## config.mk

```make
export PLATFORM = sky130hd
export DESIGN_NAME = singleCycleMips
export DESIGN_NICKNAME = d
export VERILOG_FILES = /design/src/hdl/mipsPkg.sv /design/src/hdl/alu.sv /design/src/hdl/aluDecoder.sv /design/src/hdl/mainDecoder.sv /design/src/hdl/pcUnit.sv /design/src/hdl/registerFile.sv /design/src/hdl/singleCycleMips.sv
export SDC_FILE = /design/constraint.sdc
export NUM_CORES = 2
export LEC_CHECK = 0
export ABC_CLOCK_PERIOD_IN_PS = 20700
export BUFFER_PORTS_ARGS = -buffer_cell sky130_fd_sc_hd__buf_4
export CORE_MARGIN = 1.5
export CORE_UTILIZATION = 60
export DETAILED_ROUTE_END_ITERATION = 7
export PLACE_DENSITY = 0.77
export SYNTH_ARGS = -nofsm -noshare
export SYNTH_HDL_FRONTEND = slang
export SYNTH_SLANG_ARGS = --single-unit
```

## constraint.sdc

```tcl
create_clock -name Clk -period 20.7 [get_ports Clk]
set_clock_uncertainty 0.2 [all_clocks]
set_input_delay 4.14 -clock Clk [delete_from_list [all_inputs] [get_ports Clk]]
set_output_delay 4.14 -clock Clk [all_outputs]
set_load 0.01 [all_outputs]
```

## src/hdl/mipsPkg.sv

```systemverilog
//==========================================================
// MIPS core package
// word and register widths, reset vector, and the opcode,
// function and ALU operation encodings
//==========================================================

package mipsPkg;

    // datapath widths
    localparam int DATA_W      = 32;
    localparam int REG_ADDR_W  = 5;
    localparam int REG_COUNT   = 32;
    // word address into the data memory
    localparam int DMEM_ADDR_W = 7;

    // first fetch after reset
    localparam logic [DATA_W-1:0] RESET_PC = '0;

    typedef logic [DATA_W-1:0]     wordT;
    typedef logic [REG_ADDR_W-1:0] regAddrT;

    // primary opcode, instr[31:26]
    typedef enum logic [5:0] {
        opRType = 6'b000000,
        opJ     = 6'b000010,
        opBeq   = 6'b000100,
        opLw    = 6'b100011,
        opSw    = 6'b101011
    } opcodeE;

    // R-type function field, instr[5:0]
    typedef enum logic [5:0] {
        fnAdd = 6'b100000,
        fnSub = 6'b100010,
        fnAnd = 6'b100100,
        fnOr  = 6'b100101,
        fnSlt = 6'b101010
    } functE;

    // operation class from the main decoder
    typedef enum logic [1:0] {
        classAdd   = 2'b00,
        classSub   = 2'b01,
        classFunct = 2'b10
    } aluClassE;

    // ALU operation select
    typedef enum logic [2:0] {
        aluAdd = 3'b000,
        aluSub = 3'b001,
        aluAnd = 3'b010,
        aluOr  = 3'b011,
        aluSlt = 3'b100
    } aluOpE;

endpackage

```

## src/hdl/alu.sv

```systemverilog
//==========================================================
// 32-bit ALU
// add, sub, and, or, signed slt, plus zero flag
//==========================================================

`timescale 1ns/1ps

module alu (
    input  mipsPkg::aluOpE aluOp,
    input  mipsPkg::wordT  operandA,
    input  mipsPkg::wordT  operandB,
    output mipsPkg::wordT  result,
    output logic           zero
);

    // signed compare for slt
    logic lessThan;

    assign lessThan = $signed(operandA) < $signed(operandB);

    always_comb begin
        case (aluOp)
            mipsPkg::aluAdd: result = operandA + operandB;
            mipsPkg::aluSub: result = operandA - operandB;
            mipsPkg::aluAnd: result = operandA & operandB;
            mipsPkg::aluOr:  result = operandA | operandB;
            // one or zero in the low bit
            mipsPkg::aluSlt: result = {{(mipsPkg::DATA_W-1){1'b0}}, lessThan};
            default:         result = operandA + operandB;
        endcase
    end

    // beq takes its decision from this
    assign zero = (result == '0);

endmodule

```

## src/hdl/aluDecoder.sv

```systemverilog
//==========================================================
// ALU decoder
// operation class plus function field to one ALU operation
//==========================================================

`timescale 1ns/1ps

module aluDecoder (
    input  mipsPkg::aluClassE aluClass,
    input  mipsPkg::functE    funct,
    output mipsPkg::aluOpE    aluOp
);

    always_comb begin
        case (aluClass)
            // lw / sw address
            mipsPkg::classAdd: aluOp = mipsPkg::aluAdd;
            // beq compare
            mipsPkg::classSub: aluOp = mipsPkg::aluSub;
            mipsPkg::classFunct: begin
                case (funct)
                    mipsPkg::fnAdd: aluOp = mipsPkg::aluAdd;
                    mipsPkg::fnSub: aluOp = mipsPkg::aluSub;
                    mipsPkg::fnAnd: aluOp = mipsPkg::aluAnd;
                    mipsPkg::fnOr:  aluOp = mipsPkg::aluOr;
                    mipsPkg::fnSlt: aluOp = mipsPkg::aluSlt;
                    // unsupported funct behaves as add
                    default:        aluOp = mipsPkg::aluAdd;
                endcase
            end
            default: aluOp = mipsPkg::aluAdd;
        endcase
    end

endmodule

```

## src/hdl/mainDecoder.sv

```systemverilog
//==========================================================
// main decoder
// opcode to datapath control signals and ALU class
//==========================================================

`timescale 1ns/1ps

module mainDecoder (
    input  mipsPkg::opcodeE   opcode,
    output logic              regDst,
    output logic              aluSrc,
    output logic              memToReg,
    output logic              regWrite,
    output logic              memWrite,
    output logic              branch,
    output logic              jump,
    output mipsPkg::aluClassE aluClass
);

    always_comb begin
        // unknown opcodes fall through as a no-op
        regDst   = 1'b0;
        aluSrc   = 1'b0;
        memToReg = 1'b0;
        regWrite = 1'b0;
        memWrite = 1'b0;
        branch   = 1'b0;
        jump     = 1'b0;
        aluClass = mipsPkg::classAdd;

        case (opcode)
            mipsPkg::opRType: begin
                // rd <= rs op rt
                regDst   = 1'b1;
                regWrite = 1'b1;
                aluClass = mipsPkg::classFunct;
            end
            mipsPkg::opLw: begin
                // address is rs + imm
                aluSrc   = 1'b1;
                memToReg = 1'b1;
                regWrite = 1'b1;
            end
            mipsPkg::opSw: begin
                aluSrc   = 1'b1;
                memWrite = 1'b1;
            end
            mipsPkg::opBeq: begin
                // subtract for the zero compare
                branch   = 1'b1;
                aluClass = mipsPkg::classSub;
            end
            mipsPkg::opJ: begin
                jump = 1'b1;
            end
            default: begin
            end
        endcase

        // a store never writes back to the register file
        assert (!(memWrite && regWrite));
    end

endmodule

```

## src/hdl/pcUnit.sv

```systemverilog
//==========================================================
// program counter
// holds pc, picks sequential, branch or jump next address
//==========================================================

`timescale 1ns/1ps

module pcUnit (
    input  logic          Clk,
    input  logic          reset,
    input  logic          branch,
    input  logic          jump,
    input  logic          zero,
    input  logic [15:0]   immediate,
    input  logic [25:0]   jumpIndex,
    output mipsPkg::wordT pc
);

    mipsPkg::wordT pcPlus4;
    mipsPkg::wordT branchOffset;
    mipsPkg::wordT branchTarget;
    mipsPkg::wordT jumpTarget;
    mipsPkg::wordT nextPc;

    assign pcPlus4 = pc + 32'd4;

    // sign-extended word offset, shifted to bytes
    assign branchOffset = {{(mipsPkg::DATA_W-18){immediate[15]}}, immediate, 2'b00};
    assign branchTarget = pcPlus4 + branchOffset;

    // pseudo-direct, top nibble from pc + 4
    assign jumpTarget = {pcPlus4[31:28], jumpIndex, 2'b00};

    // jump wins over a taken branch
    always_comb begin
        if (jump) begin
            nextPc = jumpTarget;
        end else if (branch && zero) begin
            nextPc = branchTarget;
        end else begin
            nextPc = pcPlus4;
        end
    end

    always_ff @(posedge Clk or negedge reset) begin
        if (!reset) begin
            pc <= mipsPkg::RESET_PC;
        end else begin
            pc <= nextPc;
        end
    end

    // fetch address stays word aligned
    pcAligned : assert property (
        @(posedge Clk) disable iff (!reset) pc[1:0] == 2'b00
    );

endmodule

```

## src/hdl/registerFile.sv

```systemverilog
//==========================================================
// register file
// 32 x 32-bit, two async read ports, one write port,
// register zero hardwired to zero
//==========================================================

`timescale 1ns/1ps

module registerFile (
    input  logic             Clk,
    input  logic             reset,
    input  logic             writeEn,
    input  mipsPkg::regAddrT writeAddr,
    input  mipsPkg::wordT    writeData,
    input  mipsPkg::regAddrT readAddrA,
    input  mipsPkg::regAddrT readAddrB,
    output mipsPkg::wordT    readDataA,
    output mipsPkg::wordT    readDataB
);

    mipsPkg::wordT regs [mipsPkg::REG_COUNT];

    // write at the edge ending the instruction
    always_ff @(posedge Clk or negedge reset) begin
        if (!reset) begin
            for (int i = 0; i < mipsPkg::REG_COUNT; i++) begin
                regs[i] <= '0;
            end
        end else begin
            // $zero never takes a write
            if (writeEn && (writeAddr != '0)) begin
                regs[writeAddr] <= writeData;
            end
        end
    end

    // combinational reads, same cycle as decode
    assign readDataA = regs[readAddrA];
    assign readDataB = regs[readAddrB];

    //==========================================================
    // checks
    //==========================================================

    // $zero stays zero across any write history
    zeroReadA : assert property (
        @(posedge Clk) disable iff (!reset)
        (readAddrA == '0) |-> (readDataA == '0)
    );

    zeroReadB : assert property (
        @(posedge Clk) disable iff (!reset)
        (readAddrB == '0) |-> (readDataB == '0)
    );

endmodule

```

## src/hdl/singleCycleMips.sv

```systemverilog
//==========================================================
// single-cycle MIPS core
// one instruction per clock: add sub and or slt lw sw beq j
//==========================================================

`timescale 1ns/1ps

module singleCycleMips (
    input  logic                            Clk,
    input  logic                            reset,
    // instruction fetch
    input  mipsPkg::wordT                   instr,
    output mipsPkg::wordT                   instrAddr,
    // data memory
    input  mipsPkg::wordT                   memReadData,
    output logic [mipsPkg::DMEM_ADDR_W-1:0] memAddr,
    output mipsPkg::wordT                   memWriteData,
    output logic                            memWriteEn
);

    //==========================================================
    // instruction fields
    //==========================================================

    mipsPkg::opcodeE  opcode;
    mipsPkg::functE   funct;
    mipsPkg::regAddrT rs;
    mipsPkg::regAddrT rt;
    mipsPkg::regAddrT rd;
    logic [15:0]      immediate;
    logic [25:0]      jumpIndex;
    mipsPkg::wordT    signExtImm;

    assign opcode    = mipsPkg::opcodeE'(instr[31:26]);
    assign rs        = instr[25:21];
    assign rt        = instr[20:16];
    assign rd        = instr[15:11];
    assign immediate = instr[15:0];
    assign funct     = mipsPkg::functE'(instr[5:0]);
    assign jumpIndex = instr[25:0];

    assign signExtImm = {{(mipsPkg::DATA_W-16){immediate[15]}}, immediate};

    // controls
    logic              regDst;
    logic              aluSrc;
    logic              memToReg;
    logic              regWrite;
    logic              memWrite;
    logic              branch;
    logic              jump;
    mipsPkg::aluClassE aluClass;
    mipsPkg::aluOpE    aluOp;

    // datapath
    mipsPkg::regAddrT writeReg;
    mipsPkg::wordT    readDataA;
    mipsPkg::wordT    readDataB;
    mipsPkg::wordT    aluOperandB;
    mipsPkg::wordT    aluResult;
    logic             zero;
    mipsPkg::wordT    writeBack;

    //==========================================================
    // decode
    //==========================================================

    mainDecoder uMainDecoder (
        .opcode   (opcode),
        .regDst   (regDst),
        .aluSrc   (aluSrc),
        .memToReg (memToReg),
        .regWrite (regWrite),
        .memWrite (memWrite),
        .branch   (branch),
        .jump     (jump),
        .aluClass (aluClass)
    );

    aluDecoder uAluDecoder (
        .aluClass (aluClass),
        .funct    (funct),
        .aluOp    (aluOp)
    );

    //==========================================================
    // execute and write back
    //==========================================================

    // rd for R-type, rt for lw
    assign writeReg = regDst ? rd : rt;

    registerFile uRegisterFile (
        .Clk       (Clk),
        .reset     (reset),
        .writeEn   (regWrite),
        .writeAddr (writeReg),
        .writeData (writeBack),
        .readAddrA (rs),
        .readAddrB (rt),
        .readDataA (readDataA),
        .readDataB (readDataB)
    );

    // immediate for lw / sw
    assign aluOperandB = aluSrc ? signExtImm : readDataB;

    alu uAlu (
        .aluOp    (aluOp),
        .operandA (readDataA),
        .operandB (aluOperandB),
        .result   (aluResult),
        .zero     (zero)
    );

    assign writeBack = memToReg ? memReadData : aluResult;

    // byte address to word address
    assign memAddr      = aluResult[mipsPkg::DMEM_ADDR_W+1:2];
    assign memWriteData = readDataB;
    assign memWriteEn   = memWrite;

    pcUnit uPcUnit (
        .Clk       (Clk),
        .reset     (reset),
        .branch    (branch),
        .jump      (jump),
        .zero      (zero),
        .immediate (immediate),
        .jumpIndex (jumpIndex),
        .pc        (instrAddr)
    );

endmodule

```

==> flow_summary.json <==
{
  "outcome": "finished clean",
  "postCtsSetupRepairBufs": 0,
  "ys_seq_elements": 1054,
  "timing.critical_path.required_ns": 16.36,
  "crit_arrival_ns": 10.04,
  "synth.top_cells.by_count": "nand2_1 (1122), o21ai_0 (1084), dfrtp_1 (1054)",
  "drcViolationCount": 0,
  "initial_antenna_violation_count": 7,
  "yosys.area.top_type_share": 0.432,
  "timing.final.crit_share": 0.695,
  "slew_viol_final": 0,
  "wl_per_cell_um": 29.1,
  "setup_violations": 0,
  "cp-start-kind": "input port",
  "yosys_warnings": 0,
  "slowest_stage": "buf_4",
  "ff_latch_area_um2": 26400,
  "synth_area_per_cell_um2": 10.8,
  "worstPathCellList": "buf_8, buf_4, mux4_2, mux4_2, mux2_2, nor2_1, or2_2, inv_1, ha_1, fa_1, nand2b_1, a21oi_1, o41ai_1, o22ai_1, nor2_1, o21ai_0, buf_4",
  "hpwlAfterDp_um": 117000,
  "rsz0062_at_grt": "false",
  "first_global_vias": 48200,
  "worstPathMaxFanout": 75,
  "fin_worst_hold_slack_ns": 0.195,
  "initial_core_utilization": 0.607,
  "synth_compound_gate_area_share": 0.128,
  "synth-edff-count": 0,
  "power.ir.vdd_worst_v": 0.0000699,
  "cap_viol_max_count": 0,
  "timing.final.hold_violations": 0,
  "ys_seq_area_frac": 0.432,
  "netlist_top_cells_area": "dfrtp_1 (43%), mux4_2 (24%), o21ai_0 (8.9%)",
  "top_level_ports": 138,
  "worst-slew-pin-transition_ns": 1.30,
  "synth.mux.area_fraction": 0.256,
  "period_needed_ns": 14.38,
  "finalPower_mw": 4.78,
  "cts_max_level": 3,
  "post-synth-top-area-cell": "dfrtp_1",
  "most_common_cell_in_the_netlist": "nand2_1",
  "postSynth.topFlopCell": "dfrtp_1",
  "syn_inst": 5621,
  "leakagePower_nw": 28.6,
  "setup_tns_ns": 0,
  "timing.hold.worst.class": "reg2reg",
  "upper_clock_frequency_limit_mhz": 69.6,
  "cts_buffer_depth": 3,
  "multi_input_area_um2": 32500,
  "floorplan.core_area_um2": 100000,
  "cts_root_buf": "clkbuf_16",
  "total_via_count_in_the_routed_design": 48100,
  "grt_start_max_net_pins": 192,
  "yosys.cell_types.count": 80,
  "timing.max_slew.rel_slack": 0.136,
  "fill_cells": 7318,
  "clock_tree_from_tritoncts": "done",
  "die_area_um2": 104000,
  "dr.first_iter.drc_count": 6365,
  "last_weighted_congestion_value_of_the_routability_driven_placer": 0.982,
  "post_cts_hold_buffer_count": 0,
  "numCtsBuffers": 106,
  "clock_latency_ns": 0.72,
  "ctsResizeCount": 0,
  "timing.critical_path.slowest_cell_delay_ns": 0.85,
  "grtUsageTotal": 0.394,
  "asyncSetResetFlopFracSynth": 1.00,
  "placement.io_buffers": 135,
  "post_synth_fa_ha_maj_area_fraction": 0.0297,
  "criticalPathCategory": "in2out",
  "net_count_final": 5628,
  "ant_nets": 0,
  "post_route_cells_drive_above_1_share": 0.220,
  "post-route-util": 0.661,
  "viasPerCell": 7.02,
  "wirelength_um": 200000,
  "worstSetupEndpointType": "primary output",
  "grt_first_pass_wirelength_um": 301000,
  "drt-pass1-iter-count": 6,
  "synthesis.area_um2": 61000,
  "fp-row-count": 116,
  "overflow_left_after_global_routing": 0,
  "die_width_um": 322,
  "clk_transition_reported_paths_ns": 0.06,
  "power_density_nw_per_um2": 72.0,
  "fp.dieH_um": 322,
  "cts.sinks": 1054,
  "post_synth_xor_area_fraction": 0.00905,
  "combinational_family_with_the_most_area_after_synthesis": "multiplexers",
  "yosys.area_share.simple": 0.103,
  "area.growth.synth_to_final_pct": 8.90
}
-- layout by cell type (no fill, tap or decap), drive strengths merged, types with 36 or more instances in the layout --
| master | n |
|---|---|
| a21oi | 136 |
| ha | 140 |
| xnor2 | 44 |
| nor3 | 41 |
| o21ai | 1091 |
| mux2 | 68 |
| nand2 | 1122 |
| nor2 | 161 |
| buf | 224 |
| mux2i | 42 |
| clkbuf | 154 |
| nand3 | 36 |
| dfrtp | 1054 |
| inv | 124 |
| mux4 | 640 |
-- layer usage --
metal	vias up	track usage	share of wire
met2	3296	0.584	0.45
met3	673	0.124	0.13
met5	-	0	0.00023
li1	20000	-	-
met4	8	0.214	0.060
met1	24100	0.520	0.36
-- path summary, 6_finish.rpt --
kind                                               from                       to  slack (ns)  cells after the start
worst max-delay path                          instr[16]               memAddr[6]        6.32                     17
worst min-delay path            uRegisterFile.regs[993]  uRegisterFile.regs[993]        0.19                      0
worst max register to register  uRegisterFile.regs[256]           uPcUnit.pc[23]       13.25                     21
worst min register to register  uRegisterFile.regs[993]  uRegisterFile.regs[993]        0.19                      0
max in group asynchronous                         reset  uRegisterFile.regs[765]       13.25                      5
min in group asynchronous                         reset  uRegisterFile.regs[835]        3.26                      1
-- per-stage QoR --
stage,std cells,setup WS (ns),area (um^2)
floorplan,5622,7.92,61000
global placement,6668,6.38,62800
detailed placement,6668,6.32,62800
CTS,6861,6.31,66400
global route,6861,6.00,66400
finish,6863,6.32,66400
-- registers in the layout, indices dropped and copies added, names as in the netlist --
signal / flops
uRegisterFile.regs: 1024
uPcUnit.pc: 30
-- power breakdown --
group / leakage, nW / internal [mW] / total [mW] / switching, mW
Clock: 1.80 / 1.18 / 2.03 / 0.849
Combinational: 12.2 / 0.256 / 0.629 / 0.372
Sequential: 14.7 / 2.09 / 2.13 / 0.0354
Total: 28.6 / 3.52 / 4.78 / 1.26
-- layout make-up --
| type | count | area share |
|---|---|---|
| Timing Repair Buffer | 224 | 0.0266 |
| Clock buffer | 154 | 0.0472 |
| Inverter | 119 | 0.00673 |
| Sequential cell | 1054 | 0.397 |
| Antenna cell | 2 | 0.0000754 |
| Tap cell | 1357 | 0.0256 |
| Clock inverter | 39 | 0.00776 |
| Multi-Input combinational cell | 3914 | 0.489 |
-- cells by family (layout without fill, tap and decap cells) --
family | count (synthesis) | count (layout)
AOI/OAI and AO/OA | 1431 | 1431
muxes | 750 | 750
DFF | 1054 | 1054
xor gates and xnor gates | 63 | 63
adders and majority gates | 143 | 143
and+or+nand+nor | 1525 | 1525
other | 1 | 4
buffers and inverters | 654 | 536
-- worst max-delay path: cells and delay by family --
family,cells,cell delay [ns]
buf+inv,4,1.79
fa+ha+maj,2,0.68
simple gates,4,0.51
compound gates,4,1.32
mux,3,1.43
Power figures use the tool's default switching activity.
